<file path="src/clct_pkg.sv">
`default_nettype none

package clct_pkg;

  // --------------------------------------------------------------------------
  // chamber format widths
  // --------------------------------------------------------------------------

  // key half-strip groups per chamber
  localparam int NGRP    = 7;
  // pattern word
  localparam int MXPATB  = 7;
  // key half-strip inside one group
  localparam int MXKEYB  = 5;
  // extended key with group index on top
  localparam int MXKEYBX = 8;
  // comparator-code fit offset
  localparam int MXOFFSB = 4;
  // fit quality, also the sort key width
  localparam int MXQLTB  = 6;
  localparam int MXBNDB  = 5;
  // comparator-code carry
  localparam int MXPATC  = 12;
  // quarter-strip subkey
  localparam int MXXKYB  = 10;

  // --------------------------------------------------------------------------
  // timing and selection
  // --------------------------------------------------------------------------

  localparam int TIMER_W = 2;
  // window length in cycles starting at the pretrigger
  localparam logic [TIMER_W-1:0] DRIFT_CYCLES = 2'd3;
  // hold-off after the trigger word goes out
  localparam logic [TIMER_W-1:0] DEAD_CYCLES  = 2'd2;
  // minimum layers hit for a valid trigger
  localparam logic [2:0] HIT_THRESH = 3'd4;
  // set to sort on fit quality instead of the pattern number
  localparam bit SORT_ON_QLT = 1'b0;

  // sequencer state codes
  localparam logic [1:0] S_IDLE   = 2'd0;
  localparam logic [1:0] S_DRIFT  = 2'd1;
  localparam logic [1:0] S_SELECT = 2'd2;
  localparam logic [1:0] S_DEAD   = 2'd3;

  // one pattern word seen two ways
  // lsb of the pattern number gives the bend direction and is left out of the sort
  typedef union packed {
    struct packed {
      logic [2:0] nhit;
      logic [3:0] pid;
    } hit_view;
    struct packed {
      logic [5:0] key;
      logic       bend_dir;
    } sort_view;
  } pat_word_t;

  // sort key of one candidate
  function automatic logic [MXQLTB-1:0] sort_key_f(input pat_word_t pat,
                                                   input logic [MXQLTB-1:0] qlt);
    sort_key_f = SORT_ON_QLT ? qlt : pat.sort_view.key;
  endfunction

endpackage

`default_nettype wire

</file>
<file path="src/clct_cand_if.sv">
`default_nettype none

interface clct_cand_if (input logic clock);
  import clct_pkg::*;

  // one candidate per key group
  pat_word_t            pat   [NGRP];
  logic [MXKEYB-1:0]    key   [NGRP];
  logic [MXOFFSB-1:0]   offs  [NGRP];
  logic [MXQLTB-1:0]    qlt   [NGRP];
  logic [MXBNDB-1:0]    bend  [NGRP];
  logic [MXPATC-1:0]    carry [NGRP];

  // the side that fills the candidate set
  modport producer
  (
    input  clock,
    output pat, key, offs, qlt, bend, carry
  );

  // the side that reads it
  modport consumer
  (
    input  clock,
    input  pat, key, offs, qlt, bend, carry
  );

endinterface

`default_nettype wire

</file>
<file path="src/cand_accumulator.sv">
`default_nettype none

module cand_accumulator
(
  input  logic                  clock,
  input  logic                  reset,
  input  logic                  acc_clear,
  input  logic                  acc_enable,
  clct_cand_if.consumer         cands_in,
  clct_cand_if.producer         cands_out
);
  import clct_pkg::*;

  logic [NGRP-1:0] take;

  // per group replace only on a strictly better sort key
  // equal keys keep the earlier candidate
  always_comb
  begin
    for (int g = 0; g < NGRP; g++)
    begin
      take[g] = acc_clear ||
                (acc_enable &&
                 (sort_key_f(cands_in.pat[g], cands_in.qlt[g]) >
                  sort_key_f(cands_out.pat[g], cands_out.qlt[g])));
    end
  end

  // stored best candidate per group
  always_ff @(posedge clock)
  begin
    for (int g = 0; g < NGRP; g++)
    begin
      if (reset)
      begin
        // only the fields that feed the sort are cleared
        cands_out.pat[g] <= '0;
        cands_out.qlt[g] <= '0;
      end
      else if (take[g])
      begin
        cands_out.pat[g]   <= cands_in.pat[g];
        cands_out.key[g]   <= cands_in.key[g];
        cands_out.offs[g]  <= cands_in.offs[g];
        cands_out.qlt[g]   <= cands_in.qlt[g];
        cands_out.bend[g]  <= cands_in.bend[g];
        cands_out.carry[g] <= cands_in.carry[g];
      end
    end
  end

endmodule

`default_nettype wire

</file>
<file path="src/flat_wrapper.sv">
// flat-port wrapper written by rule: the top's interface ports become plain ports
module cand_accumulator_flat import clct_pkg::*;
  (clock, reset, acc_clear, acc_enable, cands_in_pat, cands_in_key, cands_in_offs, cands_in_qlt, cands_in_bend, cands_in_carry, cands_out_pat, cands_out_key, cands_out_offs, cands_out_qlt, cands_out_bend, cands_out_carry);
  clct_cand_if cands_in_i (.clock(clock));
  clct_cand_if cands_out_i (.clock(clock));
  input  logic clock;
  input  logic reset;
  input  logic acc_clear;
  input  logic acc_enable;
  input wire logic [$bits(cands_in_i.pat)-1:0] cands_in_pat;
  input wire logic [$bits(cands_in_i.key)-1:0] cands_in_key;
  input wire logic [$bits(cands_in_i.offs)-1:0] cands_in_offs;
  input wire logic [$bits(cands_in_i.qlt)-1:0] cands_in_qlt;
  input wire logic [$bits(cands_in_i.bend)-1:0] cands_in_bend;
  input wire logic [$bits(cands_in_i.carry)-1:0] cands_in_carry;
  output wire logic [$bits(cands_out_i.pat)-1:0] cands_out_pat;
  output wire logic [$bits(cands_out_i.key)-1:0] cands_out_key;
  output wire logic [$bits(cands_out_i.offs)-1:0] cands_out_offs;
  output wire logic [$bits(cands_out_i.qlt)-1:0] cands_out_qlt;
  output wire logic [$bits(cands_out_i.bend)-1:0] cands_out_bend;
  output wire logic [$bits(cands_out_i.carry)-1:0] cands_out_carry;
  assign cands_in_i.pat = {>>{cands_in_pat}};
  assign cands_in_i.key = {>>{cands_in_key}};
  assign cands_in_i.offs = {>>{cands_in_offs}};
  assign cands_in_i.qlt = {>>{cands_in_qlt}};
  assign cands_in_i.bend = {>>{cands_in_bend}};
  assign cands_in_i.carry = {>>{cands_in_carry}};
  assign cands_out_pat = {>>{cands_out_i.pat}};
  assign cands_out_key = {>>{cands_out_i.key}};
  assign cands_out_offs = {>>{cands_out_i.offs}};
  assign cands_out_qlt = {>>{cands_out_i.qlt}};
  assign cands_out_bend = {>>{cands_out_i.bend}};
  assign cands_out_carry = {>>{cands_out_i.carry}};
  cand_accumulator u_core (.clock(clock), .reset(reset), .acc_clear(acc_clear), .acc_enable(acc_enable), .cands_in(cands_in_i), .cands_out(cands_out_i));
endmodule
</file>
<file path="config.mk">
export PLATFORM = sky130hd
export DESIGN_NAME = cand_accumulator_flat
export DESIGN_NICKNAME = d
export VERILOG_FILES = /design/src/clct_pkg.sv /design/src/clct_cand_if.sv /design/src/cand_accumulator.sv /design/src/flat_wrapper.sv
export SDC_FILE = /design/constraint.sdc
export NUM_CORES = 1
export LEC_CHECK = 0
export ABC_AREA = 1
export BUFFER_PORTS_ARGS = -buffer_cell sky130_fd_sc_hd__buf_2
export CAP_MARGIN = 20
export CORE_AREA = 2 2 217 219
export CTS_CLUSTER_SIZE = 10
export DETAILED_ROUTE_END_ITERATION = 8
export DIE_AREA = 0 0 219 221
export PLACE_DENSITY_LB_ADDON = 0.2
export SLEW_MARGIN = 20
export SYNTH_ARGS = -nofsm -noshare
export SYNTH_HDL_FRONTEND = slang
export SYNTH_SLANG_ARGS = --single-unit
</file>
<file path="constraint.sdc">
create_clock -name clock -period 4.5 [get_ports clock]
set_clock_uncertainty 0.1 [all_clocks]
set_input_delay 0.9 -clock clock [delete_from_list [all_inputs] [get_ports clock]]
set_output_delay 0.9 -clock clock [all_outputs]
set_load 0.01 [all_outputs]
</file>
# --- Word-level counts from Yosys, hierarchy flattened ---
# Cells that the tools add are included.
totals:
  register_bits: 273
  output_inout_bits: 273
classes:
  order_cmp: 7
  n_bitwise: 1
  n_reduce_logical: 21
ops:
  columns: ["op", "n"]
  rows:
  - ["$gt A6 B6 Y1", 7]
  - ["$reduce_and A2 Y1", 7]
  - ["$logic_and A1 B1 Y1", 7]
  - ["$logic_or A1 B1 Y1", 7]
  - ["$not A1 Y1", 1]

# --- Depth between registers and ports, before layout ---
# Gate-level depths: netlist of the first run.
depth:
  depth_word: 4
  mapped_depth: 12
  depth_no_buf: 11

# --- Worst setup path after synthesis of the first run ---
# OpenSTA, ideal clock, no wires.
synth_timing:
  kind: "input port to flip-flop"
  startpoint: "input port cands_in_pat[27]"
  endpoint: "register u_core.cands_out.bend[15] (enable)"
  setup_ps: 418
  t_arrival_ps: 3032
  setup_slack_ps: 950
  cell_stages: 8
  cell_sequence: "ha_1 nand2_1 nor2_2 nand2_1 nand3_2 nand2_4 buf_6 a21oi_1"
synth_between:
  elab_chain_cells: 4
synth_lines:
  columns: ["element", "line_no", "text"]
  rows:
  - ["start: declaration", "flat_wrapper.sv:10", "input wire logic [$bits(cands_in_i.pat)-1:0] cands_in_pat;"]
  - ["$gt A6 B6 Y1", "cand_accumulator.sv:24", "(sort_key_f(cands_in.pat[g], cands_in.qlt[g]) >"]
  - ["$logic_and A1 B1 Y1", "cand_accumulator.sv:23", "(acc_enable &&"]
  - ["$logic_or A1 B1 Y1", "cand_accumulator.sv:22", "take[g] = acc_clear ||"]
  - ["$reduce_and A2 Y1 (no source line)", null, null]
  - ["end: declaration", "clct_cand_if.sv:18", "output pat, key, offs, qlt, bend, carry"]
# No other way between the ends.
# A chain may end at the register's enable or synchronous reset.

==> results of run 1 <==
## state kept, by name (all words and copies together), names as in the netlist
signal	flops
u_core.cands_out.carry	84
u_core.cands_out.pat	49
u_core.cands_out.qlt	42
u_core.cands_out.bend	35
u_core.cands_out.key	35
u_core.cands_out.offs	28
## layer usage
layer,GRT usage,part of all wire,vias up
met4,0.04468,0.025,10
li1,-,-,4314
met1,0.1504,0.38,4008
met2,0.2422,0.49,311
met5,0,0.0014,-
met3,0.05402,0.10,63
## worst max-delay path, delay by kind of cell
family	cells	cell delay [ns]
buf+inv	3	1.36
simple gates	2	0.23
## stage by stage
stage | area (um^2) | instances
2_1_floorplan | 10930 | 964
3_3_place_gp | 14250 | 2086
3_5_place_dp | 14250 | 2086
4_1_cts | 15330 | 2149
5_1_grt | 15330 | 2152
6_report | 15340 | 2155
## kinds of logic (layout without fill, tap and decap cells)
| family | after synthesis | in the layout | share of synthesized area |
|---|---|---|---|
| AO/OA/AOI/OAI | 112 | 112 | 0.05371 |
| adder cells (fa/ha/maj) | 42 | 42 | 0.04810 |
| buffers and inverters | 180 | 758 | 0.07467 |
| flip-flops | 273 | 273 | 0.6670 |
| other | 0 | 6 | 0 |
| AND/OR/NAND/NOR | 357 | 357 | 0.1566 |
## where the power goes
group	internal [W]	switching (W)
logic	0.000366	0.000581
clock network	0.00159	0.00107
registers	0.00288	0.0000631
## cells in the final DEF, fill, tap and decap left out, types with 2 or more instances in the layout
cell type,n
dfxtp_1,91
clkbuf_1,16
inv_6,2
nand3_1,70
nor2_4,5
buf_4,9
a21oi_2,14
buf_2,549
clkinv_1,5
diode_2,6
clkbuf_16,37
ha_1,42
nor2_2,2
nand2_4,7
nand2_1,149
a21oi_1,98
inv_1,134
nand2_2,5
nand3_2,28
edfxtp_1,182
nor2_1,91
clkinv_2,2
## cell usage after synthesis
cell type  number
inv_1         134
nor2_1         91
inv_2           2
buf_2          19
buf_4           2
a21oi_2         7
a21oi_1       105
clkbuf_1        3
dfxtp_1        91
buf_1           5
nand3_2        28
buf_6          14
nor2_2          2
nand2_4         7
nand2_1       149
nor2_4          5
clkbuf_4        1
ha_1           42
edfxtp_1      182
nand2_2         5
nand3_1        70
## worst max path at each step
stage                                start                                     to  slack (ns)  depth (start not counted)
final                                reset  u_core.cands_out.qlt[10]$_SDFFE_PP0P_        2.16                          5
after global placement               reset  u_core.cands_out.pat[34]$_SDFFE_PP0P_        1.54                          5
after global routing                 reset  u_core.cands_out.pat[47]$_SDFFE_PP0P_        2.02                          5
after floorplan           cands_in_pat[27]    u_core.cands_out.bend[15]$_DFFE_PP_        0.95                          8
after detailed placement             reset  u_core.cands_out.pat[24]$_SDFFE_PP0P_        1.52                          5
after CTS                            reset  u_core.cands_out.pat[30]$_SDFFE_PP0P_        2.10                          5
## final cells by class
type / instances / area [um^2]
Sequential cell: 273 / 7287
Tap cell: 607 / 759.5
Antenna cell: 6 / 15.01
Timing Repair Buffer: 559 / 2835
Fill cell: 4794 / 30720
Clock buffer: 54 / 999.7
Clock inverter: 9 / 78.83
Inverter: 136 / 516.7
Multi-Input combinational cell: 511 / 2849
==> flow_summary.ini, run 1 <==
[status]
outcome = finished clean

[clock_tree]
hold_buffers = 0
clock_path_buffers = 3
cts_tree = built
cts-root-buf = clkbuf_16
cts_max_level = 2
cts_setup_buffers = 0
cts_resized = 0
cts.sinks = 273
insertion_delay_ns = 0.54
cts_buffers = 35
clk_pin_slew_ns = 0.06

[logic_synthesis]
synth-seq-cells = 273
yosysTopAreaCell = edfxtp_1
syn-num-nets = 1283
synth_area_per_cell_um2 = 11.33
synth.distinct_cells = 21
ys_seq_area_frac = 0.6670
synth.area.top_cells = edfxtp_1 (50%), dfxtp_1 (17%), nand2_1 (5.1%)
synth_cells = 964
synth.top_cell.area_share = 0.5002
synth_warnings = 0
syn-cell-area_mm2 = 0.01093

[route]
vias = 8706
drt_first_pass_iters = 4
ant_nets = 0
drc = 0
drtIter0Drc = 413
wl_per_cell_um = 16.07
drt-vias-per-instance = 4.040
wl_mm = 34.63

[cells_and_area]
area.growth.synth_to_final_pct = 40.41
drive_gt1_frac = 0.4306
nets = 1835
utilization = 0.3331

[timing]
min_period_ns = 2.337
worst_pin_slew_ns = 0.9167
fmax_mhz = 427.9
setup_viol = 0
rsz0062_at_grt = false
setup_ws_ns = 2.163
post-route-period-util = 0.5193
hold_ws_ns = 0.4291
drv_slew = 0
hold_viol_final = 0
tns_ns = 0
slew_headroom = 0.3889

[die]
die-area_mm2 = 0.04840
rows = 79
ios = 550
die_y_um = 221
initial_core_util = 0.2372
fp.dieW_um = 219
coreArea_mm2 = 0.04606

[flow_run]
drv_cap = 0

[critical_path]
max_stage_delay_ns = 0.49
start_kind = input port
reg2reg_to = u_core.cands_out.carry[25]$_DFFE_PP_
r2r-start = u_core.cands_out.pat[18]$_SDFFE_PP0P_
critPathKind = input port to flip-flop
worstPathRequired_ns = 4.81
worstPathMaxFanout = 70
critPathCaptureType = flip-flop
reg2reg_slack_ns = 2.26
r2r_cells = 8
cp_slowest_cell = clkinv_2
cp_cell_sequence = buf_2, clkinv_2, buf_4, nand2_1, nor2_1
worstPathArrival_ns = 2.64

[min_path]
hp-start = cands_in_key[34]
whs_path_depth = 1
whs_endpoint = u_core.cands_out.key[34]$_DFFE_PP_
hp-class = input port to flip-flop

[power]
power.density_mw_per_mm2 = 427.2
max-vdd-ir-drop_v = 0.0002473
power_w = 0.006554
leakage_nw = 7.238

[global_route]
grt.overflow.total = 0
grt.total_usage = 0.1376
grt_pass1_vias = 8648
antenna_found_initial = 13
grt_max_degree = 106
grt_pass1_wl_mm = 51.12

[placement]
place_hpwl_mm = 25.97
gp_congestion = 0.8104
pre_cts_ws_ns = 1.522
io_buffers = 549
(Power assumes the default switching activity.)
==> run 2: changes to the inputs <==
==> constraint.sdc (replaced) <==
create_clock -name clock -period 2.3 [get_ports clock]
set_clock_uncertainty 0.1 [all_clocks]
set_input_delay 0.46 -clock clock [delete_from_list [all_inputs] [get_ports clock]]
set_output_delay 0.46 -clock clock [all_outputs]
set_load 0.01 [all_outputs]
==> run 2 against run 1 <==
Compared with the run above:
- design area rose by 13%
- critical path type is now flip-flop to flip-flop
- utilization rose by 4.3 points
- flip-flop and latch count did not move
- sequential share of layout area fell by 5.4 points
- die area did not move
- hold slack got worse by 0.39 ns
- non-clock buffer count rose by 188
- critical path depth rose by 3
- routed wire length rose by 4.1%
- largest cell class unchanged
- global-route usage rose by 0.51 points
- clock power rose by 91%
==> flow_summary.ini, run 2 (synthesized netlist as in run 1, its figures left out) <==
[status]
outcome = finished clean

[timing]
hold_viol_final = 0
fmax_mhz = 498.4
rsz0062_at_grt = false
post-route-period-util = 0.8723
setup_viol = 0
tns_ns = 0
worst_pin_slew_ns = 0.5710
drv_slew = 0
min_period_ns = 2.006
slew_headroom = 0.6193

[global_route]
antenna_found_initial = 7
grt_max_degree = 46
grt_pass1_wl_mm = 53.36
grt_pass1_vias = 9512
grt.total_usage = 0.1428
grt.overflow.total = 0

[cells_and_area]
layout_common_cells = buf_2 (549), edfxtp_1 (182), dlygate4sd3_1 (168)
area.growth.synth_to_final_pct = 58.49
regMostFlops = u_core.cands_out.carry
reg_top3 = u_core.cands_out.carry (84), u_core.cands_out.pat (49), u_core.cands_out.qlt (42)
drive_gt1_frac = 0.3953
layout_commonest_cell = buf_2
final-seq-area_mm2 = 0.007287
fill_cells = 4615
largest_reg_flops = 84
multi_input_area_mm2 = 0.002902
nets = 2023
finalInstanceArea_mm2 = 0.01732

[die]
initial_core_util = 0.2372
coreArea_mm2 = 0.04606
ios = 550
rows = 79
die-area_mm2 = 0.04840
die_y_um = 221
fp.dieW_um = 219

[power]
leakage_nw = 8.066
power.density_mw_per_mm2 = 753.8
max-vdd-ir-drop_v = 0.0005405

[route]
drt-vias-per-instance = 3.995
wl_mm = 36.06
drc = 0
vias = 9345
drtIter0Drc = 297
ant_nets = 0
drt_first_pass_iters = 5
wl_per_cell_um = 15.42

[critical_path]
critPathKind = flip-flop to flip-flop
critPathCaptureType = flip-flop
start_kind = flip-flop
worstPathMaxFanout = 26
worstPathArrival_ns = 2.11
worstPathRequired_ns = 2.41

[placement]
place_area_mm2 = 0.01458
place_hpwl_mm = 26.42
gp_congestion = 0.7921
io_buffers = 549

[clock_tree]
cts_setup_buffers = 0
cts_buffers = 35
cts_resized = 0
cts_tree = built
cts.sinks = 273
insertion_delay_ns = 0.52
clk_pin_slew_ns = 0.05
clock_path_buffers = 3
cts_max_level = 2
hold_buffers = 168
cts-root-buf = clkbuf_16

[min_path]
hp-class = input port to flip-flop

[flow_run]
drv_cap = 0
[run 2: changes by cell type in the layout (fill, tap and decap cells not counted), moves of 2 or more]
cell           previous run  this run
a21oi_2                  14         7
dlygate4sd3_1             0       168
buf_4                     9        19
a21oi_4                   0         7
buf_12                    1        11
clkinv_1                  5         2
diode_2                   6         4
clkbuf_1                 16        18
[run 2: critical path, stage by stage (launching register included)]
cell	delay, ns
dfxtp_1	0.36
inv_1	0.07
ha_1	0.31
nand2_1	0.13
nor2_4	0.04
a21oi_2	0.16
nand2_4	0.13
a21oi_4	0.16
buf_12	0.19
[run 2: report_power, final]
group / switching (W) / leakage (nW) / internal, W / total (W)
sequential: 0.000124 / 2.49 / 0.00564 / 0.00576
combinational: 0.00123 / 5.08 / 0.000980 / 0.00221
clock: 0.00202 / 0.502 / 0.00307 / 0.00508
[run 2: final timing paths]
kind / slack (ns) / startpoint / to / cells past startpoint
worst max-delay path: 0.29 / u_core.cands_out.pat[46]$_SDFFE_PP0P_ / u_core.cands_out.key[32]$_DFFE_PP_ / 8
worst min-delay path: 0.04 / cands_in_key[8] / u_core.cands_out.key[8]$_DFFE_PP_ / 1
worst max register to register: 0.29 / u_core.cands_out.pat[46]$_SDFFE_PP0P_ / u_core.cands_out.key[32]$_DFFE_PP_ / 8
worst min register to register: 0.44 / u_core.cands_out.qlt[34]$_SDFFE_PP0P_ / u_core.cands_out.qlt[34]$_SDFFE_PP0P_ / 4
[run 2: metrics by stage]
step / power (W) / utilization / hold slack (ns) / setup slack, ns / cells
after floorplan: 0.006975 / - / 0.4589 / 0.02746 / 964
after detailed placement: 0.007869 / 0.3164 / 0.4305 / 0.1664 / 2106
after global routing: 0.01372 / 0.3759 / 0.004578 / 0.1930 / 2338
after global placement: 0.007839 / 0.3164 / 0.4229 / 0.1853 / 2106
after CTS: 0.01330 / 0.3757 / 0.0006355 / 0.2940 / 2335
final: 0.01305 / 0.3759 / 0.03787 / 0.2938 / 2339
[run 2: per-layer routing]
metal | vias to the layer above | GRT usage | wire length (um)
met2 | 317 | 0.2517 | 17840
met3 | 59 | 0.04756 | 2881
li1 | 4678 | - | -
met1 | 4285 | 0.1583 | 14210
met4 | 6 | 0.05296 | 1104
met5 | - | 0 | 35
[run 2: final cells by class]
cell class | count | area share
antenna | 4 | 0.0005781
clock buffer | 55 | 0.05737
clock inverter | 6 | 0.003179
inverter | 136 | 0.02984
multi-input combinational | 511 | 0.1676
sequential | 273 | 0.4208
tap | 607 | 0.04386
timing repair buffer | 747 | 0.2768
==> run 3: changes to the inputs <==
--- a/config.mk
+++ b/config.mk
@@ -8,10 +8,12 @@
 export ABC_AREA = 1
 export BUFFER_PORTS_ARGS = -buffer_cell sky130_fd_sc_hd__buf_2
 export CAP_MARGIN = 20
-export CORE_AREA = 2 2 217 219
+export CELL_PAD_IN_SITES_DETAIL_PLACEMENT = 1
+export CELL_PAD_IN_SITES_GLOBAL_PLACEMENT = 1
+export CORE_AREA = 2 2 211 213
 export CTS_CLUSTER_SIZE = 10
 export DETAILED_ROUTE_END_ITERATION = 8
-export DIE_AREA = 0 0 219 221
+export DIE_AREA = 0 0 213 215
 export PLACE_DENSITY_LB_ADDON = 0.2
 export SLEW_MARGIN = 20
 export SYNTH_ARGS = -nofsm -noshare
==> run 3 against run 2 <==
Compared with the run above:
- final cell count shrank 0.17%
- routed wire length is 12% higher
- utilization up 2.2 points
- hold slack improved by 0.0052 ns
- critical path type unchanged
- largest cell class unchanged
==> flow_summary.ini, run 3 (synthesized netlist as in run 1, its figures left out) <==
[status]
outcome = finished clean

[critical_path]
worstPathRequired_ns = 2.43
cp_cell_sequence = inv_1, ha_1, nand2_1, nor2_2, nand2_1, nand3_2, nand2_4, a21oi_4, buf_12
crit_top_cell = nand2_1
cp_top_family = simple AND/OR/NAND/NOR gates
r2r_cells = 9
worst-path-stages = 9
cp_slowest_cell = dfxtp_1
worstPathMaxFanout = 26
start_kind = flip-flop
critPathKind = flip-flop to flip-flop
worstPathArrival_ns = 2.11
crit_buf_inv = 2
max_stage_delay_ns = 0.35
critPathCaptureType = flip-flop

[cells_and_area]
layout_commonest_cell = buf_2
drive_gt1_frac = 0.3937
reg_top3 = u_core.cands_out.carry (84), u_core.cands_out.pat (49), u_core.cands_out.qlt (42)
area.growth.synth_to_final_pct = 58.94
regMostFlops = u_core.cands_out.carry
largest_reg_flops = 84
nets = 2032
layout_common_cells = buf_2 (549), edfxtp_1 (182), dlygate4sd3_1 (178)

[route]
vias = 9666
wl_per_cell_um = 17.37
ant_nets = 0
drt-vias-per-instance = 4.140
drt_first_pass_iters = 4
drc = 0
wl_mm = 40.56
drtIter0Drc = 330

[timing]
fmax_mhz = 504.1
hold_viol_final = 0
setup_ws_ns = 0.3164
setup_viol = 0
rsz0062_at_grt = false
min_period_ns = 1.984
tns_ns = 0
worst_pin_slew_ns = 0.6864
post-route-period-util = 0.8624
slew_headroom = 0.5419
drv_slew = 0

[placement]
gp_congestion = 0.7445
pre_cts_ws_ns = 0.1529
place_hpwl_mm = 28.58
io_buffers = 549

[die]
ios = 550
rows = 77
die_y_um = 215
initial_core_util = 0.2503
fp.dieW_um = 213
coreArea_mm2 = 0.04364
die-area_mm2 = 0.04580

[power]
combinationalPowerShare = 0.172
max-vdd-ir-drop_v = 0.0004109
clkPwrFrac = 0.385
power.density_mw_per_mm2 = 751.6
leakage_nw = 8.096
p_int_w = 0.009557
switching_power_w = 0.003494
p_sw_frac = 0.2677
p_seq_frac = 0.442

[global_route]
grt_pass1_wl_mm = 59.86
grt_pass1_vias = 10270
grt.total_usage = 0.1717
grt_max_degree = 53
antenna_found_initial = 16
grt.overflow.total = 0

[clock_tree]
cts_buffers = 35
cts-root-buf = clkbuf_16
insertion_delay_ns = 0.53
cts_max_level = 2
cts_tree = built
cts.sinks = 273
clk_pin_slew_ns = 0.06
clock_path_buffers = 3
cts_setup_buffers = 0

[min_path]
hp-class = input port to flip-flop
whs_path_depth = 1

[flow_run]
drv_cap = 0
-- run 3: per-layer routing --
layer	vias up	wire, um	global-route usage
met5	-	88	0
met4	14	1399	0.07086
met3	91	2927	0.05188
met2	305	21110	0.3134
met1	4553	15040	0.1817
li1	4703	-	-
-- run 3: worst reg2reg max path, cell delays in order, from the launching register on --
cell	delay, ns
dfxtp_1	0.35
inv_1	0.07
ha_1	0.30
nand2_1	0.10
nor2_2	0.16
nand2_1	0.08
nand3_2	0.08
nand2_4	0.06
a21oi_4	0.14
buf_12	0.20
-- run 3: timing repair --
action,4_1_cts,5_1_grt
hold endpoints to repair,178,0
gates resized for setup,0,0
hold buffers,178,0
-- run 3: cell type report --
cell class                      instances  area [um^2]
Antenna cell                            8        20.02
Clock buffer                           48        965.9
Fill cell                            5050        26280
Sequential cell                       273         7287
Tap cell                              592        740.7
Multi-Input combinational cell        511         2902
Timing Repair Buffer                  756         4872
Inverter                              136        516.7
Clock inverter                         11        61.31
-- run 3: power by group through the flow --
stage	clock network [W]	logic, W	registers (W)
after floorplan	0	0.000924	0.00605
after CTS	0.00521	0.00229	0.00577
after global placement	0	0.00199	0.00586
after detailed placement	0	0.00203	0.00587
after global routing	0.00538	0.00251	0.00581
final	0.00503	0.00225	0.00577
-- run 3: final timing paths --
path / from / to / slack, ns
max: u_core.cands_out.pat[34]$_SDFFE_PP0P_ / u_core.cands_out.carry[53]$_DFFE_PP_ / 0.32
min: cands_in_bend[1] / u_core.cands_out.bend[1]$_DFFE_PP_ / 0.04
max reg2reg: u_core.cands_out.pat[34]$_SDFFE_PP0P_ / u_core.cands_out.carry[53]$_DFFE_PP_ / 0.32
min reg2reg: u_core.cands_out.qlt[40]$_SDFFE_PP0P_ / u_core.cands_out.qlt[40]$_SDFFE_PP0P_ / 0.44
-- run 3: stage by stage --
stage / instances / utilization / total power [W] / cell area, um^2 / hold slack (ns)
floorplan: 964 / - / 0.006975 / 11000 / 0.4589
global placement: 2090 / 0.3331 / 0.007847 / 14540 / 0.4224
detailed placement: 2090 / 0.3331 / 0.007901 / 14540 / 0.4380
CTS: 2327 / 0.3974 / 0.01327 / 17350 / 0.003150
global route: 2333 / 0.3978 / 0.01369 / 17360 / 0.008891
finish: 2335 / 0.3979 / 0.01305 / 17370 / 0.04303
